===== config.mk =====
export PLATFORM = sky130hd
export DESIGN_NAME = miss_sequencer
export DESIGN_NICKNAME = d
export VERILOG_FILES = /design/src/common/cache_pkg.sv /design/src/hw/miss_sequencer.sv
export SDC_FILE = /design/constraint.sdc
export NUM_CORES = 1
export LEC_CHECK = 0
export BUFFER_PORTS_ARGS = -buffer_cell sky130_fd_sc_hd__buf_2
export CELL_PAD_IN_SITES_DETAIL_PLACEMENT = 0
export CELL_PAD_IN_SITES_GLOBAL_PLACEMENT = 1
export CORE_AREA = 3 3 444 446
export DETAILED_ROUTE_END_ITERATION = 12
export DIE_AREA = 0 0 447 449
export PLACE_DENSITY_LB_ADDON = 0.1
export RECOVER_POWER = 50
export SLEW_MARGIN = 10
export SYNTH_ARGS = -nofsm -noshare
export SYNTH_HDL_FRONTEND = slang
export SYNTH_SLANG_ARGS = --single-unit

===== constraint.sdc =====
create_clock -name clk -period 22.2 [get_ports clk]
set_input_delay 4.44 -clock clk [delete_from_list [all_inputs] [get_ports clk]]
set_output_delay 4.44 -clock clk [all_outputs]
set_load 0.01 [all_outputs]

===== src/common/cache_pkg.sv =====
package cache_pkg;

	// core and L2 address width
	localparam int addr_width = 32;

	// one core word
	localparam int data_width = 32;

	// line geometry
	localparam int words_per_line = 8;
	localparam int line_width = data_width * words_per_line;	// 256 bits on the L2 port

	// address split, low to high: byte, word, index, tag
	localparam int byte_bits = 2;	// ignored, every access is a full word
	localparam int word_bits = 3;	// word within a line
	localparam int index_bits = 6;	// few sets so conflicts are easy to hit
	localparam int tag_bits = addr_width - index_bits - word_bits - byte_bits;

	localparam int num_sets = 1 << index_bits;

	// request id carried from core to response
	localparam int id_bits = 4;

	// one address word seen two ways
	// raw is used to build line aligned L2 addresses, fields for the lookup
	typedef union packed {
		logic [addr_width-1:0] raw;
		struct packed {
			logic [tag_bits-1:0] tag;
			logic [index_bits-1:0] index;
			logic [word_bits-1:0] word;
			logic [byte_bits-1:0] byte_off;
		} fields;
	} cache_addr_t;

	// miss handling steps
	// idle       no miss in progress
	// write_back dirty victim goes out to L2
	// fetch_req  read request held until L2 takes it
	// fetch_wait waiting for the line to come back
	// fill       line written into tag and line store
	typedef enum logic [2:0] {
		idle,
		write_back,
		fetch_req,
		fetch_wait,
		fill
	} seq_state_t;

endpackage


===== src/hw/miss_sequencer.sv =====
module miss_sequencer (
	input  logic clk,
	input  logic reset,

	// held miss from the lookup stage
	input  logic miss_i,
	input  logic [cache_pkg::addr_width-1:0] req_addr_i,
	input  logic [cache_pkg::tag_bits-1:0] victim_tag_i,
	input  logic victim_valid_i,
	input  logic victim_dirty_i,
	input  logic [cache_pkg::line_width-1:0] victim_line_i,

	// L2 port
	input  logic l2_stall_i,
	input  logic l2_valid_i,
	input  logic [cache_pkg::line_width-1:0] l2_data_i,
	output logic [cache_pkg::addr_width-1:0] l2_addr_o,
	output logic [cache_pkg::line_width-1:0] l2_data_o,
	output logic l2_rw_o,
	output logic l2_valid_o,

	// fill into both stores
	output logic fill_we_o,
	output logic [cache_pkg::index_bits-1:0] fill_index_o,
	output logic [cache_pkg::line_width-1:0] fill_line_o,
	output logic [cache_pkg::tag_bits-1:0] fill_tag_o,
	output logic busy_o
);

	cache_pkg::seq_state_t state, next_state;
	cache_pkg::cache_addr_t req, victim_addr;
	logic [cache_pkg::line_width-1:0] line_buf;

	assign req = req_addr_i;	// stage holds this steady for the whole miss

	// victim sits in the same set under its own tag
	always_comb begin
		victim_addr = '0;
		victim_addr.fields.tag = victim_tag_i;
		victim_addr.fields.index = req.fields.index;
	end

	always_ff @(posedge clk or negedge reset) begin
		if (!reset) begin
			state <= cache_pkg::idle;
		end else begin
			state <= next_state;
		end
	end

	always_comb begin
		next_state = state;
		case (state)
			cache_pkg::idle: begin
				if (miss_i) begin
					if (victim_valid_i && victim_dirty_i)
						next_state = cache_pkg::write_back;
					else
						next_state = cache_pkg::fetch_req;
				end
			end
			cache_pkg::write_back: begin
				if (!l2_stall_i)
					next_state = cache_pkg::fetch_req;	// no answer for a write
			end
			cache_pkg::fetch_req: begin
				if (!l2_stall_i)
					next_state = cache_pkg::fetch_wait;
			end
			cache_pkg::fetch_wait: begin
				if (l2_valid_i)
					next_state = cache_pkg::fill;
			end
			cache_pkg::fill: next_state = cache_pkg::idle;	// one cycle only
			default: next_state = cache_pkg::idle;
		endcase
	end

	// returned line, written into the stores on the next cycle
	always_ff @(posedge clk) begin
		if (state == cache_pkg::fetch_wait && l2_valid_i) begin
			line_buf <= l2_data_i;
		end
	end

	// L2 request is a level held by the state itself
	always_comb begin
		l2_valid_o = 1'b0;
		l2_rw_o = 1'b0;
		l2_addr_o = req.raw;
		l2_data_o = '0;
		case (state)
			cache_pkg::write_back: begin
				l2_valid_o = 1'b1;
				l2_rw_o = 1'b1;
				l2_addr_o = victim_addr.raw;
				l2_data_o = victim_line_i;
			end
			cache_pkg::fetch_req: l2_valid_o = 1'b1;
			default: ;
		endcase
	end

	assign fill_we_o = (state == cache_pkg::fill);
	assign fill_index_o = req.fields.index;
	assign fill_tag_o = req.fields.tag;
	assign fill_line_o = line_buf;
	assign busy_o = (state != cache_pkg::idle);

endmodule


Word-level counts from Yosys, hierarchy flattened
Index checks and enable logic that the tools add are counted.
{ "totals": {"inputBits": 572, "output_inout_bits": 575, "reg_bits": 259, "word_cells": 26} }
{ "op_classes": {"muxes": 10, "n_eq_ne": 8, "reduce_logical": 6} }
{ "op_table": {"columns": ["cell", "n"], "rows": [
  ["256-bit 2-to-1 mux", 1],
  ["32-bit 2-to-1 mux", 1],
  ["3-bit 2-to-1 mux", 4],
  ["3-bit one-hot mux with 4 select lines", 1],
  ["2-bit != test, second input constant", 4],
  ["3-bit by 2-bit equality test with 1-bit output, second input constant", 2],
  ["4-bit AND reduction", 1],
  ["3-bit by 1-bit equality test with 1-bit output, second input constant", 1],
  ["3-bit equality test, second input constant", 1],
  ["3-bit zero test", 1],
  ["3-bit nonzero test", 1],
  ["1-bit logical AND", 2],
  ["1-bit 2-to-1 mux", 2],
  ["2-bit 2-to-1 mux", 1],
  ["2-bit OR reduction", 1]
]} }

Depth between registers and ports, before layout
{ "logic_depth": {"ltp_word": 4, "depth_mapped": 5, "ltp_nobuf": 3} }

Worst setup path after synthesis
Ideal clock, no wire load.
{ "synth_path": {"path_type": "input-to-reg", "from": "input l2_valid_i", "to": "register line_buf (netlist bit fill_line_o[0]), enable pin", "stages": 1, "t_arrival_ps": 10382, "setup_slack_ps": 11165, "n_path_buf": 0, "path_cell_list": "and4b_1"} }
{ "synth_between": {"elab_chain_len": 1} }
{ "synth_lines": {"columns": ["element", "line", "source"], "rows": [
  ["start, declared", "miss_sequencer.sv:15", "input logic l2_valid_i,"],
  ["1-bit logical AND", "miss_sequencer.sv:81", "if (state == cache_pkg::fetch_wait && l2_valid_i) begin"],
  ["end signal, assigned", "miss_sequencer.sv:82", "line_buf <= l2_data_i;"],
  ["end, declared", "miss_sequencer.sv:32", "logic [cache_pkg::line_width-1:0] line_buf;"]
]} }
Every way passes these cells.
A chain may end at the register's enable or synchronous reset.

Worst setup path after layout
{ "layout_path": {"from": "input req_addr_i[3] in the netlist's numbering", "to": "output l2_addr_o[3] in the netlist's numbering"} }
{ "layout_between": {"elab_chain_len": 1} }
{ "layout_lines": {"columns": ["element", "line", "source"], "rows": [
  ["start, declared", "miss_sequencer.sv:7", "input logic [cache_pkg::addr_width-1:0] req_addr_i,"],
  ["32-bit 2-to-1 mux", "miss_sequencer.sv:92", "case (state)"],
  ["end, declared", "miss_sequencer.sv:17", "output logic [cache_pkg::addr_width-1:0] l2_addr_o,"]
]} }
Every way passes these cells.

==> qor.yml <==
status: "complete, but fails checks"
violations: "capacitance limit, slew limit"
fin_crit_sh: 0.430
combinationalPowerShare: 0.341
antenna_found_initial: 41
relSlewSlack: -0.586
start_util: 0.0528
rsz0062_at_grt: "false"
wl_per_cell_um: 18.9
via_count: 9711
hp-class: "reg2reg"
overflow: 0
reg2reg_depth: 3
setup_viol: 0
grt_pass1_wl_um: 103000
synth_seq_area_share: 0.762
regArea_um2: 7760
ioPinCount: 1147
leakage_nw: 7.94
internal_power_w: 0.00120
r2r-end: "fill_line_o[151]"
ant_nets: 0
switching_power_w: 0.000697
areaGrowthSynthToFinish_pct: 91.0
cts.path.max_buffers: 3
critPathArrivalTime_ns: 5.10
finalPower_w: 0.00190
routed_wl_um: 81300
clkPwrFrac: 0.303
layout_common_cells: "buf_2, clkbuf_1, and2_1, edfxtp_1, clkbuf_16"
multi_input_area_um2: 1990
syn_nets: 1196
worstSetupPathType: "in2out"
min_to: "state[1]"
routed_via_density: 2.26
place.gp.congestion: 0.943
worstPathRequired_ns: 17.76
drv_cap: 1
root_buffer: "clkbuf_16"
layout-drive-gt1-share: 0.537
ys_ff_latch: 259
synth_area_per_cell_um2: 16.3
worst_pin_slew_ns: 2.38
period_minus_slack_ns: 9.54
synthDistinctLibCells: 24
fin_nets: 2307
p_per_area_nw_per_um2: 97.4
fp.dieArea_um2: 201000
cts_hold_buf: 0
min-delay-start: "state[2]"
crit_fanout: 1
chipHeight_um: 449
ir_drop_v: 0.0000539
holdPathStages: 1
p_sw_frac: 0.367
grt_pass1_vias: 10164
final_common_cell: "buf_2"
grt_use_total: 0.0763
clkLatencyLatePin_ns: 0.57
yosysWarningCount: 0
fin_setup_tns_ns: 0
timing.hold.ws_ns: 0.636
htreeDepth: 2
firstDrtPassIters: 4
path_clk_slew_ns: 0.05
postCtsSetupBuffers: 0
route.detailed.drc: 0
cts_tree: "yes"
drt_first_iter_violations: 455
place_hpwl_um: 70100
fillers: 22413
critPathCaptureType: "output port"
cts_resized: 0
clock.fmax_ghz: 0.105
die_w_um: 447
power_frac_seq: 0.356
setup.worst_path.start_class: "input port"
hold_viol: 0
synthCells: 624
slew_viol_final: 40
rr_startpoint: "state[1]"
coreArea_um2: 193000
synth_area_um2: 10200
regToRegSetupSlack_ns: 17.53
cts.sinks: 259
skew_ns: 0.0200
cts_buffers: 39
num_rows: 161
io_buffers: 1128
grt_max_degree: 91
## stage by stage
stage	util	cells	instance area, um^2	setup slack, ns
detailed placement	0.0965	4219	18600	12.58
CTS	0.102	4290	19800	12.45
global route	0.101	4291	19400	12.63
global placement	0.0965	4219	18600	12.58
finish	0.101	4297	19500	12.66
floorplan	-	624	10200	11.16
## power groups by stage
stage | combinational (W) | clock (W) | sequential [W]
6_report | 0.000646 | 0.000574 | 0.000676
5_1_grt | 0.000708 | 0.000636 | 0.000685
4_1_cts | 0.000698 | 0.000621 | 0.000675
3_5_place_dp | 0.000697 | 0 | 0.000683
3_3_place_gp | 0.000710 | 0 | 0.000685
2_1_floorplan | 0.000280 | 0 | 0.000742
## worst max-delay path, cell delays in order
cell and delay (ns):
buf_2 0.08, nor2b_1 0.36, buf_2 0.21
## routing by layer
metal  vias to the layer above  wire (um)  global-route usage
met2                       587      48000               0.162
met4                        12       1750              0.0164
met1                      4617      24900              0.0671
met3                       115       6640              0.0238
li1                       4380          -                   -
met5                         -         79                   0
## final cells by class
cell class | count | share of cell area
Inverter | 1 | 0.000193
Antenna cell | 6 | 0.000772
Clock inverter | 22 | 0.00649
Clock buffer | 49 | 0.0521
Tap cell | 2526 | 0.162
Multi-Input combinational cell | 298 | 0.102
Timing Repair Buffer | 1136 | 0.277
Sequential cell | 259 | 0.399
## synthesized netlist by cell type (all sizes together)
cell    number  area share
and2       256        0.16
edfxtp     256        0.75
buf         41       0.030
clkbuf      25       0.012
mux2        21       0.023
nor2b        6      0.0037
dfrtp        3      0.0074
a221oi       2      0.0017
and4b        2      0.0020
nand2        2     0.00074
nor3b        2      0.0026
a21oi        1     0.00049
a311oi       1     0.00086
inv          1     0.00037
nand3        1     0.00049
nor2         1     0.00037
o21ai        1     0.00049
or3          1     0.00061
xnor2        1     0.00086
## state kept, by name, summed over array words and instances, names as in the netlist
register     count
fill_line_o    256
state            3
## worst max path at each step
stage,startpoint,end,cells after the start
floorplan,l2_valid_i,fill_line_o[0],1
global placement,req_addr_i[3],l2_addr_o[3],3
detailed placement,req_addr_i[3],l2_addr_o[3],3
CTS,state[0],l2_data_o[0],6
global route,req_addr_i[3],l2_addr_o[3],3
finish,req_addr_i[3],l2_addr_o[3],3
## logic make-up after synthesis
| logic type | count (synthesis) | synth area share |
|---|---|---|
| DFF | 259 | 0.762 |
| xor gates and xnor gates | 1 | 0.000860 |
| buffers and inverters | 67 | 0.0430 |
| and+or+nand+nor | 271 | 0.168 |
| AOI/OAI and AO/OA | 5 | 0.00356 |
| muxes | 21 | 0.0232 |
No activity file was read; power rests on OpenSTA's default activity.
