$ cat src/common/cache_pkg.sv
package cache_pkg;

	// core and L2 address width
	localparam int addr_width = 32;

	// one core word
	localparam int data_width = 32;

	// line geometry
	localparam int words_per_line = 8;
	localparam int line_width = data_width * words_per_line;	// 256 bits on the L2 port

	// address split, low to high: byte, word, index, tag
	localparam int byte_bits = 2;	// ignored, every access is a full word
	localparam int word_bits = 3;	// word within a line
	localparam int index_bits = 6;	// few sets so conflicts are easy to hit
	localparam int tag_bits = addr_width - index_bits - word_bits - byte_bits;

	localparam int num_sets = 1 << index_bits;

	// request id carried from core to response
	localparam int id_bits = 4;

	// one address word seen two ways
	// raw is used to build line aligned L2 addresses, fields for the lookup
	typedef union packed {
		logic [addr_width-1:0] raw;
		struct packed {
			logic [tag_bits-1:0] tag;
			logic [index_bits-1:0] index;
			logic [word_bits-1:0] word;
			logic [byte_bits-1:0] byte_off;
		} fields;
	} cache_addr_t;

	// miss handling steps
	// idle       no miss in progress
	// write_back dirty victim goes out to L2
	// fetch_req  read request held until L2 takes it
	// fetch_wait waiting for the line to come back
	// fill       line written into tag and line store
	typedef enum logic [2:0] {
		idle,
		write_back,
		fetch_req,
		fetch_wait,
		fill
	} seq_state_t;

endpackage

$ cat src/cache_store/tag_store.sv
module tag_store (
	input  logic clk,
	input  logic reset,

	// lookup read, combinational
	input  logic [cache_pkg::index_bits-1:0] rd_index_i,

	// one write port, every write marks the set valid
	input  logic wr_en_i,
	input  logic [cache_pkg::index_bits-1:0] wr_index_i,
	input  logic [cache_pkg::tag_bits-1:0] wr_tag_i,
	input  logic wr_dirty_i,

	output logic [cache_pkg::tag_bits-1:0] rd_tag_o,
	output logic rd_valid_o,
	output logic rd_dirty_o
);

	logic [cache_pkg::tag_bits-1:0] tags [cache_pkg::num_sets];
	logic [cache_pkg::num_sets-1:0] valid_bits;
	logic [cache_pkg::num_sets-1:0] dirty_bits;

	// status bits per set
	always_ff @(posedge clk or negedge reset) begin
		if (!reset) begin
			valid_bits <= '0;
			dirty_bits <= '0;
		end else if (wr_en_i) begin
			valid_bits[wr_index_i] <= 1'b1;
			dirty_bits[wr_index_i] <= wr_dirty_i;	// fill clears, write hit sets
		end
	end

	// tag array itself
	always_ff @(posedge clk) begin
		if (wr_en_i) begin
			tags[wr_index_i] <= wr_tag_i;
		end
	end

	assign rd_tag_o = tags[rd_index_i];
	assign rd_valid_o = valid_bits[rd_index_i];
	assign rd_dirty_o = dirty_bits[rd_index_i];

endmodule

$ cat config.mk
export PLATFORM = sky130hd
export DESIGN_NAME = tag_store
export DESIGN_NICKNAME = d
export VERILOG_FILES = /design/src/common/cache_pkg.sv /design/src/cache_store/tag_store.sv
export SDC_FILE = /design/constraint.sdc
export NUM_CORES = 1
export LEC_CHECK = 0
export BUFFER_PORTS_ARGS = -buffer_cell sky130_fd_sc_hd__buf_2
export CAP_MARGIN = 25
export CORE_UTILIZATION = 57
export CTS_CLUSTER_DIAMETER = 200
export DETAILED_ROUTE_END_ITERATION = 8
export PLACE_DENSITY = 0.76
export SYNTH_ARGS = -nofsm -noshare
export SYNTH_HDL_FRONTEND = slang
export SYNTH_SLANG_ARGS = --single-unit
export TNS_END_PERCENT = 5
$ cat constraint.sdc
create_clock -name clk -period 1.77 [get_ports clk]
set_clock_uncertainty 0.15 [all_clocks]
set_input_delay 0.0885 -clock clk [delete_from_list [all_inputs] [get_ports clk]]
set_output_delay 0.0885 -clock clk [all_outputs]
set_load 0.01 [all_outputs]
# After elaboration in Yosys (flattened, before gate mapping)
# Memory sizes are Yosys's and may differ from the RTL's.
# Index checks and enable logic that the tools add are counted.
[word_totals]
register_bits = 128
ramBits = 1344
in_bits = 37
wordCells = 17
n_memories = 1
[classes]
magnitude_cmp = 3
mux = 9
n_bitwise = 1
n_reduce_logical = 1
[memory_table]
columns = ["name", "words", "word_bits", "rd", "rd_ports_with_merged_regs", "wr", "line", "text"]
rows = [
  ["tags", 64, 21, 1, 0, 1, "tag_store.sv:19", "logic [cache_pkg::tag_bits-1:0] tags [cache_pkg::num_sets];"],
]
[ops]
columns = ["op", "n"]
rows = [
  ["bitwise mux 64 bit", 1],
  ["OR 64 bit", 1],
  ["< comparator 6 x 7 -> 1 bit (second input constant)", 2],
  ["binary-select mux 1 bit (select 6 bit)", 2],
  ["demux 1 bit (select 6 bit)", 1],
  [">= comparator 6 x 1 -> 1 bit (second input constant)", 1],
  ["two-way mux 1 bit", 5],
  ["logical AND 1 bit", 1],
]

# Logic depth before layout (Yosys ltp)
# Gate-level depths: netlist of run 1.
[depth]
ltp_word = 5
mapped_depth = 9
depth_no_buf = 5

# Worst setup path after synthesis of run 1
# OpenSTA, ideal clock, no wires.
[synth_path]
path_type = "input port to flip-flop"
from = "input port wr_index_i[3] in the netlist's numbering"
to = "register dirty_bits[10] in the netlist's numbering"
setup_ns = 0.125
t_arrival_ns = 2.301
required_ns = 1.495
path_slack_ns = -0.805
stages = 5
path_buffers = 2
cell_sequence = "clkbuf_1 > or3b_2 > clkbuf_1 > nor2_1 > mux2_2"
[synth_between]
elab_chain_cells = 5
elab_cells_between_ends = 6
cone_classes = "order compare (2); mux (3); reduce/logical (1)"
[synth_rtl]
columns = ["element", "line", "text"]
rows = [
  ["from (decl)", "tag_store.sv:10", "input logic [cache_pkg::index_bits-1:0] wr_index_i,"],
  ["< comparator 6 x 7 -> 1 bit (not written as such) or >= comparator 6 x 1 -> 1 bit (tied branches)", "tag_store.sv:30", "dirty_bits[wr_index_i] <= wr_dirty_i;"],
  ["logical AND 1 bit (not written as such)", "tag_store.sv:30", ""],
  ["two-way mux 1 bit (not written as such)", "tag_store.sv:30", ""],
  ["demux 1 bit (select 6 bit) (*)", "tag_store.sv:30", ""],
  ["bitwise mux 64 bit (*)", "tag_store.sv:30", ""],
  ["to (signal, indexed assignment)", "tag_store.sv:30", ""],
  ["to (decl)", "tag_store.sv:21", "logic [cache_pkg::num_sets-1:0] dirty_bits;"],
]
# Every way passes the cells marked *; elsewhere a longest branch is shown, timed or not.
# A chain may end at the register's enable or synchronous reset.

# Worst setup path after layout of run 1
[layout_path]
from = "memory tags[19][0] in the netlist's numbering"
to = "output port rd_tag_o[0] in the netlist's numbering"
[layout_between]
elab_chain_cells = 1
[layout_rtl]
columns = ["element", "line", "text"]
rows = [
  ["from (decl)", "tag_store.sv:19", ""],
  ["memory read (64 x 21 bit)", "n/a", ""],
  ["to (decl)", "tag_store.sv:14", "output logic [cache_pkg::tag_bits-1:0] rd_tag_o,"],
]
# No other way between the ends.

==> run metrics, run 1 <==
placed inst area between 60000 and 70000 sq um; critical path class flop to output pin; DR vias 30038; main area contributors after synthesis edfxtp_1, mux4_2, dfrtp_1; global-route met3 utilization 5.57%; Crit path buffers/inverters 1; Root Buffer clkbuf_16; Final min period 3.02 ns; Synth top area share about 71%; post-DP HPWL 88.0 mm; Critical Path AT 2.78 ns; pin count of the biggest net entering global routing 65; delay-heaviest family, CP multiplexers; max incr delay on CP 0.56 ns; Sink Count about 1500; worst slew pin tran a little over 0.9 ns; Final ANT Viol Nets 0; clock latency on the worst-skew pair 0.74 ns; met2 Usage GRT 47.8%; max-slew violation count 0; Hold Violations, Final 0; initial core utilization 57.6%; Critical Path RT roughly 1.5 ns; period utilization 170%; P_leak ~24 nW; num rows 115; post-synthesis area per instance 21.4 sq um; share of layout cells above drive strength 1 38.8%; crit-path most repeated cell mux4_2; Post-Syn Area between 50000 and 60000 sq um; first-pass GRT wire length 210 mm; max_slew headroom 38.6%; CTS Buf Count 143; drt pass-1 iters 6; PortBufs 59; CTS tree built; Reg clk slew, reported paths 0.06 ns; Die Width 318 um; # IOs 60; area grow syn2layout 21.8%; # nets final roughly 3200; design area 69100 sq um; Synth area leader edfxtp_1; DRC errors left 0; flip-flop and latch count after synthesis approximately 1500; nature of the critical path endpoint output pin; RSZ-0062 raised after global routing true; drt total wl approximately 140 mm; sequential share of the synthesized area 76.7%; Power Density approximately 1100 nW/um^2; crit-path max FO 1; synthesis warning total 0; die area between 100000 and 150000 sq um; cell count after synthesis 2653; H-tree depth 4; Max Fclk 331 MHz; M1 GR Usage 38.3%; worst-path cell chain mux4_2 > mux4_2 > o22ai_4 > a311oi_4 > buf_2; core area between 90000 and 100000 sq um; number of global-route vias before repair 30995; Hold WC Path Type input pin to flop; Routability Congestion 0.882; Max clock buf depth 3; initial antenna violation count 8; routed wire length per instance 31.3 um; Max Cap Violations 0; status complete, but fails checks; initial drt markers roughly 3500; post-route setup slack -1.25 ns; Worst path slowest cell mux4_2; startpoint types flop; final setup violation count 23; Max IR drop VDD 782 uV; distinct cell type count after synthesis 29; vias per inst 6.53; GR Util All Layers 29.0%; WHS 0.0491 ns; global route overflow 0; GRT busiest layer met2; fill count 5554; Die Ht 318 um; failing checks negative setup slack; syn nets approximately 2700
-- worst min-delay path, stage by stage --
cell	delay, ns
buf_2	0.12
nor2b_1	0.08
nand3_2	0.12
buf_12	0.16
nor2_4	0.04
buf_12	0.14
-- cells by family after synthesis --
kind of cell | after synthesis | share of synthesized area, %
DFF | 1472 | 76.7
muxes | 587 | 17.2
AOI/OAI and AO/OA | 251 | 2.97
and+or+nand+nor | 193 | 1.76
buffers and inverters | 150 | 1.30
-- where the power goes --
| part | leakage (nW) | internal [mW] | switching [mW] |
|---|---|---|---|
| sequential | 13.7 | 38.6 | 0.321 |
| clock | 2.31 | 17.8 | 12.8 |
| combinational | 7.89 | 2.48 | 2.90 |
| total | 23.9 | 58.9 | 16.0 |
-- final timing paths --
check                          startpoint        endpoint  depth (start not counted)  slack [ns]
max                           tags[19][0]     rd_tag_o[0]                          5       -1.25
min                         wr_index_i[0]      tags[6][8]                          6        0.05
max reg2reg                 dirty_bits[6]   dirty_bits[6]                          2        0.72
min reg2reg                valid_bits[28]  valid_bits[28]                          1        0.32
max in group asynchronous           reset  dirty_bits[62]                          4        0.82
min in group asynchronous           reset  valid_bits[45]                          4        0.29
-- layout by cell type (no fill, tap or decap), types with 25 or more instances in the layout --
cell and instances:
edfxtp_1 1344, mux4_2 306, buf_4 306, mux2i_1 211
clkbuf_16 154, buf_12 147, dfrtp_1 128, a22oi_1 80
or2_2 65, mux2_2 49, buf_2 45, nor2_2 44
o22ai_1 40, clkbuf_1 39, a31oi_1 35, o21ai_0 34
dlygate4sd3_1 30, clkinv_2 25
-- state kept, by name, indices dropped and copies added (netlist names) --
| register | count |
|---|---|
| tags | 1344 |
| dirty_bits | 64 |
| valid_bits | 64 |
-- final cells by class --
type	instances	area, sq um	share of cell area [%]
Multi-Input combinational cell	1031	13300	19.2
Sequential cell	1472	43600	63.0
Tap cell	1287	1610	2.33
Timing Repair Buffer	545	5970	8.63
Clock inverter	61	594	0.860
Antenna cell	2	5.00	0.00724
Clock buffer	203	4140	5.99
-- synth_stat cells --
library cell	number
edfxtp_1	1344
mux4_2	306
mux2i_1	217
dfrtp_1	128
nor2_1	81
a22oi_1	80
or2_2	65
mux2_2	64
clkbuf_1	62
o22ai_1	57
buf_2	49
a31oi_1	40
o21ai_0	34
buf_4	28
a21o_1	17
and3_1	17
o31ai_1	17
buf_1	9
a311oi_1	6
nand3_1	6
nand3b_1	6
nand2_1	5
nor2b_1	5
or3b_2	3
clkbuf_4	2
nand2b_1	2
and2_1	1
nand4_1	1
or3_1	1
-- metal layers --
layer / vias to the layer above / part of all wire [%]
met5: - / 0.015
met4: 4 / 4.1
met3: 325 / 9.0
met2: 1782 / 50
met1: 15746 / 37
li1: 12181 / -
-- metrics by stage --
| step | power (mW) | util (%) | cells | setup slack, ns | TNS [ns] |
|---|---|---|---|---|---|
| floorplan | 42.1 | - | 2653 | -0.262 | -109.32 |
| global placement | 44.5 | 64.5 | 4301 | -0.988 | -28.26 |
| detailed placement | 44.7 | 64.5 | 4303 | -0.992 | -46.99 |
| CTS | 75.1 | 70.0 | 4600 | -1.24 | -26.70 |
| global route | 76.8 | 70.1 | 4599 | -1.27 | -26.86 |
| finish | 74.9 | 70.1 | 4601 | -1.25 | -25.74 |
-- what timing repair did --
item / CTS / global route
endpoints found under the hold margin: 1339 / 0
pin swaps: 25 / 14
buffers inserted: 0 / 0
gates resized for setup: 63 / 23
hold buffers: 34 / 0
setup endpoints to repair: 23 / 50
No activity file was read; power rests on OpenSTA's default activity.
==> inputs of run 2 (changes only) <==
Settings changed: CORE_UTILIZATION 57 to 45, PLACE_DENSITY 0.76 to unset.
==> run metrics, run 2 (same netlist as run 1, synthesis figures left out) <==
# IOs 60 (unchanged); Max IR drop VDD 1110 uV (was 782 uV); commonest non-fill, non-tap cell in the layout edfxtp_1 (unchanged); non-filler instance count after layout 5035 (was 4601); Hold Violations, Final 0 (unchanged); number of global-route vias before repair 30525 (was 30995); Reg power frac 51.0% (was 52.0%); Layout Utilization 56.6% (was 70.1%); worst slew pin tran 0.894 ns (was 0.921 ns); global route overflow 0 (unchanged); Worst path slowest cell mux4_2 (unchanged); drt total wl 148 mm (was 144 mm); crit-path most repeated cell mux4_2 (unchanged); nature of the critical path endpoint output pin (unchanged); die area 128000 sq um (was 101000 sq um); core area 124000 sq um (was 98600 sq um); initial core utilization 45.6% (was 57.6%); crit-path max FO 1 (unchanged); Die Width 357 um (was 318 um); Final min period 3.03 ns (was 3.02 ns); # nets final 3308 (was 3230); DRC errors left 0 (unchanged); clock latency on the worst-skew pair 0.76 ns (was 0.74 ns); Reg-to-Reg Start dirty_bits[7] (was dirty_bits[6]); vias per inst 5.84 (was 6.53); final setup violation count 53 (was 23); clock power share 41.8% (was 40.8%); max-slew violation count 0 (unchanged); Max clock buf depth 3 (unchanged); share of layout cells above drive strength 1 40.6% (was 38.8%); delay-heaviest family, CP multiplexers (unchanged); setup_tns -34.01 ns (was -25.74 ns); sw frac 21.4% (about the same); area grow syn2layout 24.1% (was 21.8%); status complete, but fails checks (unchanged); Largest register FFs 1344 (unchanged); failing checks negative setup slack (unchanged); num rows 129 (was 115); Max Cap Violations 0 (unchanged); RR Endpoint dirty_bits[7] (was dirty_bits[6]); routed wire length per instance 29.3 um (was 31.3 um); initial drt markers 3472 (was 3465); Power Density 1080 nW/um^2 (about the same); Top reg by flops tags (unchanged); PortBufs 59 (unchanged); CTS Buf Count 151 (was 143); Hold WC Path Type input pin to flop (unchanged); Psw 16.3 mW (was 16.0 mW); Root Buffer clkbuf_16 (unchanged); Reg clk slew, reported paths 0.06 ns (about the same); initial antenna violation count 9 (was 8); RSZ-0062 raised after global routing true (unchanged); critical path class flop to output pin (unchanged); Int Pwr 60.0 mW (was 58.9 mW); most frequent cells in the layout edfxtp_1, buf_4, mux4_2 (was edfxtp_1, mux4_2, buf_4); period utilization 171% (was 170%); Critical Path RT 1.53 ns (about the same); path depth of the worst reg2reg path 2 (unchanged); P_leak 24.3 nW (was 23.9 nW); startpoint types flop (unchanged); Routability Congestion 0.821 (was 0.882); critical path capture point rd_tag_o[5] (was rd_tag_o[0]); Max Fclk 330 MHz (was 331 MHz); first-pass GRT wire length 214 mm (was 210 mm); worst-path cell chain mux4_2 > mux4_2 > o22ai_2 > a311oi_1 > buf_4 > buf_6 (was mux4_2 > mux4_2 > o22ai_4 > a311oi_4 > buf_2); pin count of the biggest net entering global routing 88 (was 65); post-route setup slack -1.26 ns (was -1.25 ns); H-tree depth 4 (unchanged); Die Ht 357 um (was 318 um); Critical Path AT 2.80 ns (was 2.78 ns); DR vias 29428 (was 30038); largest registers tags x1344, dirty_bits x64, valid_bits x64 (unchanged); max_slew headroom 40.4% (was 38.6%); GR Util All Layers 23.6% (was 29.0%); fill count 9038 (was 5554); Sink Count 1472 (unchanged); CTS tree built (unchanged); combinational share of power 7.2% (about the same); max incr delay on CP 0.61 ns (was 0.56 ns); drt pass-1 iters 5 (was 6); Final ANT Viol Nets 0 (unchanged); Crit path depth 6 (was 5); dpl cells 4725 (was 4303); R2R setup slack 0.73 ns (was 0.72 ns); post-DP HPWL 95.8 mm (was 88.0 mm); crit path from tags[54][5] (was tags[19][0]); Crit path buffers/inverters 2 (was 1)
## run 2: worst reg2reg max path: stages (launching register included)
cell     delay [ns]
dfrtp_1        0.39
buf_4          0.13
mux2_4         0.26
## run 2: layout make-up
class / instances / area (sq um) / share of cell area (%)
tap: 1637 / 2050 / 2.91
timing repair buffer: 615 / 6530 / 9.27
antenna: 1 / 2.50 / 0.00355
clock inverter: 85 / 868 / 1.23
clock buffer: 194 / 4120 / 5.84
sequential: 1472 / 43600 / 61.8
multi-input combinational: 1031 / 13300 / 18.9
## run 2: worst min-delay path by stage
stage                     depth (start not counted)          start  slack, ns              to
after floorplan                                   0          reset      -0.36   dirty_bits[0]
final                                             6  wr_index_i[2]       0.06   dirty_bits[4]
after global routing                              6  wr_index_i[2]       0.07   dirty_bits[4]
after detailed placement                          1          reset      -0.07  dirty_bits[24]
after global placement                            1          reset      -0.08  dirty_bits[24]
after CTS                                         6  wr_index_i[2]       0.01   dirty_bits[4]
## run 2: through the flow
stage          hold slack [ns]  power [mW]  setup WS, ns  cell area, sq um
6_report                0.0585        76.4         -1.26             70500
5_1_grt                 0.0672        78.4         -1.30             70500
4_1_cts                 0.0107        76.9         -1.30             70400
3_5_place_dp           -0.0700        44.9         -1.10             64600
3_3_place_gp           -0.0755        44.7         -1.10             64600
2_1_floorplan           -0.357        42.1        -0.262             57200
## run 2: power groups by stage
| stage | clock, mW | combinational, mW | sequential (mW) |
|---|---|---|---|
| floorplan | 0 | 2.58 | 39.5 |
| global placement | 0 | 5.12 | 39.6 |
| detailed placement | 0 | 5.22 | 39.6 |
| CTS | 32.4 | 5.52 | 38.9 |
| global route | 33.6 | 5.80 | 39.0 |
| finish | 31.9 | 5.50 | 38.9 |
## run 2: routing by layer
layer	global-route usage [%]	wire length, um
met2	38.2	72400
met4	6.46	3340
met5	0	0
met3	4.07	10600
met1	33.1	61400
## run 2: what timing repair did
item,4_1_cts,5_1_grt
hold buffers,31,0
pin swaps,30,0
setup buffers,0,0
endpoints found under the setup margin,23,62
resized for setup,94,3
hold endpoints to repair,1544,0
