--- config.mk ---
export PLATFORM = sky130hd
export DESIGN_NAME = lookup_stage
export DESIGN_NICKNAME = d
export VERILOG_FILES = /design/src/common/cache_pkg.sv /design/src/hw/lookup_stage.sv
export SDC_FILE = /design/constraint.sdc
export NUM_CORES = 1
export LEC_CHECK = 0
export BUFFER_PORTS_ARGS = -buffer_cell sky130_fd_sc_hd__clkbuf_2
export CORE_AREA = 3 3 315 317
export DETAILED_ROUTE_END_ITERATION = 10
export DIE_AREA = 0 0 318 320
export PLACE_DENSITY = 0.3
export SLEW_MARGIN = 20
export SYNTH_ARGS = -nofsm -noshare
export SYNTH_HDL_FRONTEND = slang
export SYNTH_SLANG_ARGS = --single-unit
--- constraint.sdc ---
create_clock -name clk -period 13.5 [get_ports clk]
set_clock_uncertainty 0.15 [all_clocks]
set_input_delay 0.675 -clock clk [delete_from_list [all_inputs] [get_ports clk]]
set_output_delay 0.675 -clock clk [all_outputs]
set_load 0.01 [all_outputs]
--- src/common/cache_pkg.sv ---
package cache_pkg;

	// core and L2 address width
	localparam int addr_width = 32;

	// one core word
	localparam int data_width = 32;

	// line geometry
	localparam int words_per_line = 8;
	localparam int line_width = data_width * words_per_line;	// 256 bits on the L2 port

	// address split, low to high: byte, word, index, tag
	localparam int byte_bits = 2;	// ignored, every access is a full word
	localparam int word_bits = 3;	// word within a line
	localparam int index_bits = 6;	// few sets so conflicts are easy to hit
	localparam int tag_bits = addr_width - index_bits - word_bits - byte_bits;

	localparam int num_sets = 1 << index_bits;

	// request id carried from core to response
	localparam int id_bits = 4;

	// one address word seen two ways
	// raw is used to build line aligned L2 addresses, fields for the lookup
	typedef union packed {
		logic [addr_width-1:0] raw;
		struct packed {
			logic [tag_bits-1:0] tag;
			logic [index_bits-1:0] index;
			logic [word_bits-1:0] word;
			logic [byte_bits-1:0] byte_off;
		} fields;
	} cache_addr_t;

	// miss handling steps
	// idle       no miss in progress
	// write_back dirty victim goes out to L2
	// fetch_req  read request held until L2 takes it
	// fetch_wait waiting for the line to come back
	// fill       line written into tag and line store
	typedef enum logic [2:0] {
		idle,
		write_back,
		fetch_req,
		fetch_wait,
		fill
	} seq_state_t;

endpackage

--- src/hw/lookup_stage.sv ---
module lookup_stage (
	input  logic clk,
	input  logic reset,

	// core request
	input  logic [cache_pkg::addr_width-1:0] addr_i,
	input  logic [cache_pkg::data_width-1:0] data_i,
	input  logic rw_i,
	input  logic valid_i,
	input  logic [cache_pkg::id_bits-1:0] id_i,
	input  logic seq_busy_i,

	// core response
	output logic stall_o,
	output logic ready_o,
	output logic [cache_pkg::data_width-1:0] data_o,
	output logic [cache_pkg::id_bits-1:0] id_o,

	// held miss, line aligned address
	output logic miss_o,
	output logic [cache_pkg::addr_width-1:0] req_addr_o,

	// store read
	output logic [cache_pkg::index_bits-1:0] rd_index_o,
	input  logic [cache_pkg::tag_bits-1:0] rd_tag_i,
	input  logic rd_valid_i,
	input  logic rd_dirty_i,
	input  logic [cache_pkg::line_width-1:0] rd_line_i,

	// victim seen by the sequencer
	output logic [cache_pkg::tag_bits-1:0] victim_tag_o,
	output logic victim_valid_o,
	output logic victim_dirty_o,
	output logic [cache_pkg::line_width-1:0] victim_line_o,

	// word write on a write hit
	output logic word_we_o,
	output logic [cache_pkg::index_bits-1:0] word_index_o,
	output logic [cache_pkg::word_bits-1:0] word_sel_o,
	output logic [cache_pkg::data_width-1:0] word_data_o,

	// fill request from the sequencer, takes the tag port over
	input  logic fill_we_i,
	input  logic [cache_pkg::index_bits-1:0] fill_index_i,
	input  logic [cache_pkg::tag_bits-1:0] fill_tag_i,

	output logic tag_we_o,
	output logic [cache_pkg::index_bits-1:0] tag_index_o,
	output logic [cache_pkg::tag_bits-1:0] tag_tag_o,
	output logic tag_dirty_o
);

	cache_pkg::cache_addr_t req_addr;
	logic [cache_pkg::data_width-1:0] req_data;
	logic [cache_pkg::id_bits-1:0] req_id;
	logic req_rw, req_valid;
	logic hit, done;

	// hit compare in the cycle after acceptance
	assign hit = req_valid & rd_valid_i & (rd_tag_i == req_addr.fields.tag);
	assign miss_o = req_valid & ~hit;
	assign stall_o = miss_o | seq_busy_i;
	assign done = req_valid & ~stall_o;	// request leaves the stage this cycle

	// request register, held while stalled
	always_ff @(posedge clk or negedge reset) begin
		if (!reset) begin
			req_valid <= 1'b0;
		end else if (!stall_o) begin
			req_valid <= valid_i;
		end
	end

	always_ff @(posedge clk) begin
		if (valid_i && !stall_o) begin
			req_addr.raw <= addr_i;
			req_data <= data_i;
			req_rw <= rw_i;
			req_id <= id_i;
		end
	end

	// read hits answer one edge later
	always_ff @(posedge clk or negedge reset) begin
		if (!reset) begin
			ready_o <= 1'b0;
			data_o <= '0;
			id_o <= '0;
		end else begin
			ready_o <= done & ~req_rw;
			if (done && !req_rw) begin
				data_o <= rd_line_i[req_addr.fields.word*cache_pkg::data_width +:
					cache_pkg::data_width];
				id_o <= req_id;
			end
		end
	end

	assign rd_index_o = req_addr.fields.index;
	assign req_addr_o = {req_addr.raw[cache_pkg::addr_width-1:
		cache_pkg::word_bits+cache_pkg::byte_bits],
		{(cache_pkg::word_bits+cache_pkg::byte_bits){1'b0}}};

	assign victim_tag_o = rd_tag_i;
	assign victim_valid_o = rd_valid_i;
	assign victim_dirty_o = rd_dirty_i;
	assign victim_line_o = rd_line_i;

	// write merge into the line
	assign word_we_o = done & req_rw;
	assign word_index_o = req_addr.fields.index;
	assign word_sel_o = req_addr.fields.word;
	assign word_data_o = req_data;

	assign tag_we_o = fill_we_i | word_we_o;
	assign tag_index_o = fill_we_i ? fill_index_i : req_addr.fields.index;
	assign tag_tag_o = fill_we_i ? fill_tag_i : req_addr.fields.tag;
	assign tag_dirty_o = ~fill_we_i;	// fills are clean

endmodule

Yosys cells after proc, flatten, opt, wreduce, memory -nomap -nowiden

Index checks and enable logic that the tools add are counted.

Register bits after elaboration: 107
Bits in latches: 0
Memory bits (writable): 0
ROM bits: 0
Input port bits: 380
Word-level logic and storage cells: 28
Memories: 0

Add/subtract/negate cells: 0
$mul: 0
Div/mod/pow operators: 0
Order comparisons: 0
Eq/ne operators: 1
Shifts and indexed selects: 1
Mux-type cells: 2
Bitwise logic cells: 12
Reduce and logical (&&, ||, !) cells: 4

Operators with widths:

| operator                               | number |
|---|---|
| variable part select 256 x 9 -> 32 bit | 1 |
| == test 21 bit                         | 1 |
| 2-to-1 mux 21 bit                      | 1 |
| AND 1 bit                              | 6 |
| 2-to-1 mux 6 bit                       | 1 |
| NOT 1 bit                              | 4 |
| logical AND 1 bit                      | 2 |
| zero test 1 bit                        | 2 |
| OR 1 bit                               | 2 |

Logic depth before layout (Yosys ltp)

Gate-level depths: netlist of run 1.

Depth in word-level cells: 9
Gate-level depth with buffers: 6
Mapped depth without buffers: 5

Worst setup path after synthesis of run 1

No wires, ideal clock.

Kind: input to register
Start point: input rd_tag_i[13] in the netlist's numbering
End point: register req_addr[10] in the netlist's numbering (enable)
Arrival time: 4.641 ns
Required time: 12.851 ns
Path slack: 8.210 ns
Stages on the path: 5
Path buffers: 0
Cell sequence: nor2b_1 > a2111o_1 > nor3_4 > a31oi_1 > nor2b_1

Cells in the longest elaborated chain, start to end: 7

RTL lines:

| element            | RTL line           | text |
|---|---|---|
| start: declaration | lookup_stage.sv:25 | `input logic [cache_pkg::tag_bits-1:0] rd_tag_i,` |
| == test 21 bit     | lookup_stage.sv:60 | `assign hit = req_valid & rd_valid_i & (rd_tag_i == req_addr.fields.tag);` |
| AND 1 bit          | lookup_stage.sv:60 |  |
| NOT 1 bit          | lookup_stage.sv:61 | `assign miss_o = req_valid & ~hit;` |
| AND 1 bit          | lookup_stage.sv:61 |  |
| net miss_o         | lookup_stage.sv:20 | `output logic miss_o,` |
| OR 1 bit           | lookup_stage.sv:62 | `assign stall_o = miss_o \| seq_busy_i;` |
| zero test 1 bit    | lookup_stage.sv:75 | `if (valid_i && !stall_o) begin` |
| logical AND 1 bit  | lookup_stage.sv:75 |  |
| end: declaration   | lookup_stage.sv:53 | `cache_pkg::cache_addr_t req_addr;` |

The timed path passes the listed nets, and every way through them passes these cells.
A chain may end at the register's enable or synchronous reset.

Final worst setup path of run 1

Start point: register req_addr[15] in the netlist's numbering
End point: output stall_o

Cells in the longest elaborated chain, start to end: 5

RTL lines:

| element          | RTL line           | text |
|---|---|---|
| == test 21 bit   | lookup_stage.sv:60 |  |
| AND 1 bit        | lookup_stage.sv:60 |  |
| NOT 1 bit        | lookup_stage.sv:61 |  |
| AND 1 bit        | lookup_stage.sv:61 |  |
| OR 1 bit         | lookup_stage.sv:62 |  |
| end: declaration | lookup_stage.sv:14 | `output logic stall_o,` |

No other way between the ends.

==> run summary, run 1 <==
run status - complete, no violations
startpoint of the lowest-slack register-to-register path - req_addr[15]
Final Hold Viols - 0
DPL Wire Length - 38800 um
Total Neg Setup Slack - 0 ns
critical path peak fanout - 4
max_slew headroom - 32.8%
Wirelength per Cell - 18.1 um
number of antenna violations at the first check in global routing - 9
Mean Syn Cell Area - 13.0 um^2
top-area cell type share of the netlist area - 26.7%
Leakage - 5.77 nW
shortest period the worst path allows - 3.50 ns
number of library cell types mapped by synthesis - 31
area growth from synthesis to layout - 43.7%
Worst Setup Slack post-DPL - 9.71 ns
number of buffers added for setup after CTS - 0
complex-gate fraction of the synthesized area - 1.01%
main area contributors after synthesis - buf_4, edfxtp_1, mux4_2
post-route insts no fill - 2418
post-CTS sizing - 0
Max Fclk - 286 MHz
mapped cell area - 8320 um^2
Worst path slowest cell - a2111oi_4
worst skew pair latency - 0.40 ns
FF-to-FF path depth - 6
sum of buffers and inverters on the critical path - 1
CTS Buf Count - 9
setup repair after global routing missed its margin - no
total global-route track usage - 8.23%
arrival time of data at the critical path endpoint - 2.67 ns
simple-gate portion of the synthesized area - 1.76%
via count of the routed design - 6913
share of the cycle needed by the critical path after routing - 25.9%
final design utilization - 12.4%
maximum number of buffers from clock root to sink - 2
Iteration-0 DRC Markers - 172
Die X - 318 um
buffers added on ports - 797
total of flip-flops plus latches after synthesis - 105
number of buffers inserted by hold repair at cts - 0
vias per cell - 2.86
setup slack on the worst flop-to-flop path - 10.24 ns
cell type with the highest aggregate area in the netlist - buf_4
area taken by multi-input logic gates - 3010 um^2
deepest level of the CTS H-tree - 3
drt first pass iters - 4
cell breakdown of the critical path - xnor2_1 -> nand2_1 -> a2111oi_4 -> a31oi_1 -> or2_2 -> clkbuf_2
Initial Utilization - 8.61%
aggregate global routing overflow - 0
fraction of synthesized cell area in xor and xnor cells - 1.79%
PwrDens - 70.9 nW/um^2
Clock Tree Root - clkbuf_16
R2R Path End - req_addr[4]
routed wire length - 43900 um
path type of the worst setup path - reg2out
fraction of synthesis flops using an asynchronous set or reset pin - 36.2%
count of nets after finishing - 1516
peak supply drop - 0.0711 mV
via count of the first global-routing pass - 7380
number of core rows - 114
CTS tree - done
wire length of the first global-routing pass - 58800 um
endpoint kind of the worst setup timing path - output port
proportion of layout cells with a drive suffix above 1 - 86.0%
multiplexer share of the synthesized area - 31.3%
Ys Warns - 0
# placed instances - 2401
final-report setup violation count - 0
CP startpoint kind - flop
Adder-Cell Fraction of Synth Area - 0%
post-detailed-route DRC marker count - 0
commonest register cell after synthesis - edfxtp_1
combinational family with the most area after synthesis - multiplexers
I/O pin total - 807
kind of cell with the highest combined delay on the critical path - compound AO/OA/AOI/OAI gates
cell with the most instances after synthesis - buf_4
Final GP Congestion - 0.886
final-layout fill cell count - 11000
stage delay of the slowest cell on the critical path - 0.53 ns
die footprint - 102000 um^2
Setup WS post-layout - 10.00 ns
fraction of the yosys area taken by sequential cells - 35.6%
combined flip-flop and latch cell area - 2960 um^2
worst min-delay path category - in2async
synthesized instance count - 638
commonest cells in the synthesized netlist - buf_4, edfxtp_1, mux4_2
Core ar. - 96600 um^2
sinks on the clock net - 105
Die Y - 320 um
antenna-violating nets left - 0
Final Max Tran Viols - 0
critical path required time - 12.68 ns
Clock transition at path regs - 0.09 ns
transition time at the pin with the least slew margin - 1.01 ns
pin count of the biggest net entering global routing - 68
max-cap violation count - 0
number of enable flip-flop cells after synthesis - 67
## flip-flops by register name, summed over array words and instances (netlist names)
register     flops
id_o             4
req_valid        1
ready_o          1
data_o          32
req_id           4
req_addr        30
req_rw           1
word_data_o     32
## cells in the final DEF, fill, tap and decap left out, types with 3 or more instances in the layout
cell type,count
buf_4,7
clkbuf_16,9
clkbuf_2,796
conb_1,5
dfrtp_1,38
edfxtp_1,67
inv_1,7
inv_6,3
mux2_2,63
mux2_4,30
mux4_2,64
nand2_1,5
nand4_1,4
nor2_1,3
nor2b_1,3
o21ai_0,3
xnor2_1,16
## report_power, final
| group | internal [mW] | total [mW] | leakage (nW) | switching [mW] |
|---|---|---|---|---|
| logic | 0.0934 | 0.197 | 4.49 | 0.104 |
| clock network | 0.150 | 0.308 | 0.156 | 0.158 |
| registers | 0.342 | 0.342 | 1.13 | 0.000000399 |
## routing by layer
metal / vias up / track usage, % / routed length (um)
li1: 3008 / - / -
met1: 3394 / 9.32 / 16800
met2: 462 / 14.6 / 22100
met3: 43 / 2.71 / 3700
met4: 6 / 2.62 / 1190
met5: - / 0 / 30
## worst max-delay path by stage
stage,cells after the start,end,from
floorplan,5,req_addr[10],rd_tag_i[13]
global placement,7,data_o[4],rd_tag_i[4]
detailed placement,7,data_o[4],rd_tag_i[4]
CTS,6,tag_we_o,req_addr[15]
global route,6,tag_we_o,req_addr[15]
finish,6,stall_o,req_addr[15]
## per-stage QoR
stage | hold WS [ns] | instance area (um^2) | power, mW
2_1_floorplan | 0.229 | 8330 | 0.469
3_3_place_gp | 0.313 | 11600 | 0.552
3_5_place_dp | 0.317 | 11600 | 0.552
4_1_cts | 0.167 | 11900 | 0.882
5_1_grt | 0.184 | 11900 | 0.901
6_report | 0.169 | 11900 | 0.847
## cell type report
cell class / instances / share of cell area (%)
Inverter: 7 / 0.220
Antenna cell: 1 / 0.0209
Clock buffer: 9 / 1.88
Tap cell: 1276 / 13.4
Clock inverter: 7 / 0.775
Timing Repair Buffer: 803 / 33.8
Multi-Input combinational cell: 210 / 25.2
Sequential cell: 105 / 24.8
## cell families (layout without fill, tap and decap cells)
family                    Yosys count  count (layout)
and+or+nand+nor                    22              22
xor gates and xnor gates           17              17
buffers and inverters             327             826
other                               1               6
DFF                               105             105
AOI/OAI and AO/OA                   9               9
muxes                             157             157
(Power assumes the default switching activity.)
==> inputs of run 2 (changes only) <==
CORE_AREA = 3 3 313 315   (was 3 3 315 317)
DIE_AREA = 0 0 316 318   (was 0 0 318 320)
clock period = 3.2 ns   (was 13.5 ns; I/O delays follow)
==> run 2 against run 1 <==
Net effect:
- die area is 1.3% lower
- worst hold slack got worse by 0.035 ns
- setup slack lost 9.7 ns
- power rose to 4.3 times the previous value
- critical path type unchanged
- core utilization grew 1.0 points
- first-iteration DRC count up 26%
- flip-flop and latch count unchanged
- clock-buffer cell count did not move
- routed wire length shrank 0.92%
- non-clock buffer count grew 72
- sequential share of layout area fell by 1.5 points
==> run summary, run 2 (synthesis results as in run 1) <==
wire length of the first global-routing pass - 58000 um (-1.4%)
startpoint of the lowest-slack register-to-register path - req_addr[20]
R2R Path End - req_valid
final-report setup violation count - 0 (unchanged)
sinks on the clock net - 105 (unchanged)
Die Y - 318 um (-0.63%)
maximum number of buffers from clock root to sink - 2 (unchanged)
post-CTS sizing - 0 (unchanged)
die footprint - 100000 um^2 (-1.3%)
PwrDens - 286 nW/um^2 (+300%)
number of antenna violations at the first check in global routing - 12 (+3)
CP startpoint kind - flop
Wirelength per Cell - 17.5 um (-3.5%)
Max Fclk - 347 MHz
vias per cell - 2.87 (+0.39%)
worst hold path cell count - 4
setup repair after global routing missed its margin - no
max-cap violation count - 0 (unchanged)
proportion of layout cells with a drive suffix above 1 - 81.0% (-4.9 points)
buffers added on ports - 797 (unchanged)
via count of the routed design - 7124 (+3.1%)
via count of the first global-routing pass - 7772 (+5.3%)
Core ar. - 95200 um^2 (-1.5%)
Comb pwr share - 24.6% (+1.3 points)
number of core rows - 113 (-0.88%)
CTS tree - done
destination of the worst hold path - ready_o
Clock transition at path regs - 0.10 ns (about the same)
final-layout fill cell count - 10800 (-1.9%)
top library cells by usage in the layout, fill and taps aside - clkbuf_2, dlygate4sd3_1, edfxtp_1
Iteration-0 DRC Markers - 216 (+26%)
total global-route track usage - 8.27% (+0.040 points)
post-detailed-route DRC marker count - 0 (unchanged)
switching power - 1.17 mW (+350%)
aggregate global routing overflow - 0 (unchanged)
Clock Tree Root - clkbuf_16
I/O pin total - 807 (unchanged)
path type of the worst setup path - reg2out
fraction of power consumed by sequential logic - 39.6% (-0.8 points)
area growth from synthesis to layout - 53.1%
count of nets after finishing - 1588 (+4.7%)
antenna-violating nets left - 0 (unchanged)
endpoint kind of the worst setup timing path - output port
Post-Place Cell Area - 11700 um^2 (+0.66%)
leading cell type in the layout, fill and taps excluded - clkbuf_2
clock network fraction of design power - 35.8% (-0.6 points)
worst min-delay path category - in2reg
max_slew headroom - 44.8% (+12 points)
run status - complete, no violations
switching power share of the total - 32.2% (+1.3 points)
critical path required time - 2.89 ns (-9.79 ns)
worst skew pair latency - 0.41 ns (about the same)
Die X - 316 um (-0.63%)
arrival time of data at the critical path endpoint - 2.57 ns (-0.10 ns)
Worst Setup Slack post-DPL - 0.328 ns (-9.38 ns)
drt first pass iters - 6 (+2)
DPL Wire Length - 37300 um (-3.7%)
shortest period the worst path allows - 2.88 ns
Leakage - 6.10 nW (+5.7%)
cell area after layout - 12700 um^2 (+6.6%)
transition time at the pin with the least slew margin - 0.828 ns (-0.180 ns)
Total Neg Setup Slack - 0 ns (unchanged)
Final Max Tran Viols - 0 (unchanged)
internal power consumption - 2.47 mW (+320%)
number of buffers added for setup after CTS - 0 (unchanged)
critical path peak fanout - 4 (unchanged)
Setup WS post-layout - 0.322 ns (-9.68 ns)
FF-to-FF path depth - 6 (unchanged)
Overall Power - 3.65 mW (+330%)
Initial Utilization - 8.74% (+0.13 points)
routed wire length - 43500 um (-0.92%)
deepest level of the CTS H-tree - 3 (unchanged)
pin count of the biggest net entering global routing - 68 (unchanged)
setup slack on the worst flop-to-flop path - 0.40 ns (-9.84 ns)
CTS Buf Count - 9 (unchanged)
Hold Path Origin - rd_tag_i[11]
share of the cycle needed by the critical path after routing - 89.9%
final design utilization - 13.4% (+1.0 points)
Final Hold Viols - 0 (unchanged)
peak supply drop - 0.214 mV (+200%)
Final GP Congestion - 0.868 (-2.1%)
run 2: cell count changes in the layout (fill, tap and decap cells not counted), moves of 2 or more:
| cell | before | now |
|---|---|---|
| dlygate4sd3_1 | 0 | 70 |
| buf_12 | 0 | 6 |
| buf_4 | 7 | 3 |
| diode_2 | 1 | 4 |
| inv_6 | 3 | 1 |
| inv_8 | 1 | 3 |
run 2: how the worst max path moves through the flow:
stage | startpoint | to | slack (ns)
detailed placement | req_addr[21] | req_addr[4] | 0.33
global route | req_addr[20] | stall_o | 0.04
floorplan | req_addr[27] | req_addr[10] | 0.05
global placement | req_addr[21] | req_addr[4] | 0.38
CTS | req_addr[21] | stall_o | 0.15
finish | req_addr[20] | stall_o | 0.32
run 2: cell type report:
type	count	area, um^2	share of cell area (%)
multi-input combinational	210	3010	23.6
clock inverter	7	95.1	0.747
clock buffer	9	225	1.77
antenna	4	10.0	0.0786
sequential	105	2960	23.3
inverter	7	26.3	0.206
tap	1265	1580	12.4
timing repair buffer	875	4830	37.9
run 2: critical path: stages (launching register included):
cell       delay (ns)
edfxtp_1         0.43
xnor2_1          0.17
o221ai_1         0.17
a2111oi_4        0.55
a31oi_1          0.33
or2_2            0.36
clkbuf_2         0.14
run 2: power groups by stage:
stage / Sequential (mW) / Combinational (mW) / Clock [mW]
2_1_floorplan: 1.47 / 0.507 / 0
3_3_place_gp: 1.47 / 0.848 / 0
3_5_place_dp: 1.47 / 0.845 / 0
4_1_cts: 1.44 / 0.921 / 1.43
5_1_grt: 1.44 / 0.969 / 1.47
6_report: 1.44 / 0.897 / 1.31
run 2: repair_timing:
item	4_1_cts	5_1_grt
endpoints found under the setup margin	0	2
hold endpoints to repair	106	0
hold buffers	70	0
run 2: per-stage QoR:
stage	cells	hold WS [ns]
5_1_grt	2481	0.134
6_report	2482	0.134
4_1_cts	2478	0.0840
2_1_floorplan	642	-0.286
3_3_place_gp	2392	0.124
3_5_place_dp	2392	0.135
run 2: per-layer routing:
metal | global-route usage (%) | part of all wire, % | vias to the layer above
li1 | - | - | 3167
met1 | 9.08 | 38 | 3492
met2 | 15.1 | 52 | 422
met3 | 2.44 | 7.4 | 37
met4 | 2.63 | 2.2 | 6
met5 | 0 | 0.085 | -
==> inputs of run 3 (changes only) <==
HOLD_SLACK_MARGIN = 0.02   (was default)
PLACE_DENSITY = default   (was 0.3)
==> run 3 against run 2 <==
Net effect:
- largest power group unchanged
- critical path type unchanged
- maximum frequency is 3.5% lower
- register-to-register slack improved by 0.19 ns
- largest cell class unchanged
- worst hold slack worse by 0.059 ns
- global-route usage is 2.6 points higher
==> run summary, run 3 (synthesis results as in run 1) <==
run status - complete, no violations
sinks on the clock net - 105 (unchanged)
Total Neg Setup Slack - 0 ns (unchanged)
peak supply drop - 0.218 mV (+2.0%)
number of core rows - 113 (unchanged)
die footprint - 100000 um^2 (unchanged)
number of antenna violations at the first check in global routing - 37 (+25)
CTS Buf Count - 9 (unchanged)
PwrDens - 291 nW/um^2 (+1.7%)
Clock Tree Root - clkbuf_16
number of buffers added for setup after CTS - 0 (unchanged)
shortest period the worst path allows - 2.98 ns (+0.105 ns)
max-cap violation count - 0 (unchanged)
critical path required time - 2.89 ns (about the same)
endpoint kind of the worst setup timing path - output port
count of nets after finishing - 1589 (+0.063%)
share of the cycle needed by the critical path after routing - 93.2% (+3.3 points)
path type of the worst setup path - reg2out
pin count of the biggest net entering global routing - 44 (-35%)
total global-route track usage - 10.9% (+2.6 points)
CP startpoint kind - flop
hold slack - 0.0751 ns (-0.0588 ns)
top sig layer - met5
routed wire length - 57200 um (+32%)
stage delay of the slowest cell on the critical path - 0.45 ns (-0.10 ns)
Clock transition at path regs - 0.08 ns (-0.02 ns)
Wirelength per Cell - 22.9 um (+31%)
cell breakdown of the critical path - xnor2_1 -> nand4_1 -> nor3_4 -> a31oi_2 -> buf_4 -> or2_2 -> clkbuf_2
Die X - 316 um (unchanged)
top library cells by usage in the layout, fill and taps aside - clkbuf_2, dlygate4sd3_1, edfxtp_1
setup repair after global routing missed its margin - no
aggregate global routing overflow - 0 (unchanged)
wire length of the first global-routing pass - 71400 um (+23%)
Initial Utilization - 8.74% (unchanged)
maximum number of buffers from clock root to sink - 2 (unchanged)
worst min-delay path category - in2reg
leading cell type in the layout, fill and taps excluded - clkbuf_2
Final Hold Viols - 0 (unchanged)
I/O pin total - 807 (unchanged)
wire length on met2 - 25900 um (+15%)
Leakage - 6.09 nW (-0.14%)
area growth from synthesis to layout - 53.3%
final-layout fill cell count - 10800 (+0.028%)
max_slew headroom - 41.3% (-3.5 points)
proportion of layout cells with a drive suffix above 1 - 81.3% (+0.26 points)
transition time at the pin with the least slew margin - 0.881 ns (+0.0526 ns)
critical path peak fanout - 3 (-1)
combined flip-flop and latch cell area - 2960 um^2 (unchanged)
DPL Wire Length - 50600 um (+36%)
post-detailed-route DRC marker count - 0 (unchanged)
Iteration-0 DRC Markers - 312 (+44%)
CTS tree - done
Worst path slowest cell - edfxtp_1
final-report setup violation count - 0 (unchanged)
cell area after layout - 12700 um^2 (+0.11%)
Die Y - 318 um (unchanged)
detailed-route wire length on metal 1 - 23000 um (+38%)
worst skew pair latency - 0.42 ns (about the same)
Final Max Tran Viols - 0 (unchanged)
area taken by multi-input logic gates - 3020 um^2 (+0.29%)
vias per cell - 3.00 (+4.6%)
drt first pass iters - 4 (-2)
via count of the routed design - 7485 (+5.1%)
antenna-violating nets left - 0 (unchanged)
final design utilization - 13.4% (+0.015 points)
Post-Place Cell Area - 11700 um^2 (about the same)
Max Fclk - 335 MHz (-3.5%)
deepest level of the CTS H-tree - 3 (unchanged)
Core ar. - 95200 um^2 (unchanged)
via count of the first global-routing pass - 7664 (-1.4%)
buffers added on ports - 797 (unchanged)
arrival time of data at the critical path endpoint - 2.67 ns (+0.10 ns)
Final GP Congestion - 0.975 (+12%)
routed length on met3 - 6100 um (+90%)
run 3: through the flow:
step                      total power [mW]  std cells  setup slack (ns)
after floorplan                       1.98        642            0.0531
after global placement                2.38       2394             0.525
after detailed placement              2.38       2394             0.498
after CTS                             3.85       2479            0.0464
after global routing                  3.93       2487            0.0631
final                                 3.71       2494             0.217
run 3: cell type report:
type	count	share of cell area [%]
sequential	105	23.2
multi-input combinational	210	23.7
tap	1265	12.4
timing repair buffer	876	37.8
antenna	15	0.294
inverter	7	0.206
clock inverter	7	0.628
clock buffer	9	1.77
run 3: per-layer routing:
metal | vias up | global-route usage [%]
met4 | 32 | 3.85
li1 | 3174 | -
met5 | - | 0
met3 | 96 | 5.05
met2 | 519 | 17.4
met1 | 3664 | 12.8
run 3: worst max-delay path, delay by kind of cell, from the launching register on:
| family | cells | cell delay [ns] |
|---|---|---|
| AOI/OAI and AO/OA | 1 | 0.22 |
| and+or+nand+nor | 3 | 0.78 |
| DFF | 1 | 0.45 |
| xor gates and xnor gates | 1 | 0.43 |
| buffers and inverters | 2 | 0.38 |
run 3: where the power goes:
group	internal, mW	switching [mW]
sequential	1.44	0.00000164
clock	0.561	0.735
combinational	0.449	0.524
run 3: worst paths after layout:
path | startpoint | end | slack [ns] | cells past startpoint
min reg2reg | req_id[0] | id_o[0] | 0.33 | 1
max reg2reg | req_addr[16] | req_addr[2] | 0.59 | 6
min | seq_busy_i | req_valid | 0.08 | 2
max | req_addr[16] | stall_o | 0.22 | 7
min in group asynchronous | reset | data_o[25] | 0.17 | 2
max in group asynchronous | reset | data_o[17] | 2.10 | 2
run 3: what timing repair did:
action / 4_1_cts / 5_1_grt
hold buffers: 69 / 0
hold endpoints to repair: 106 / 0
resized for setup: 0 / 2
endpoints found under the setup margin: 0 / 1
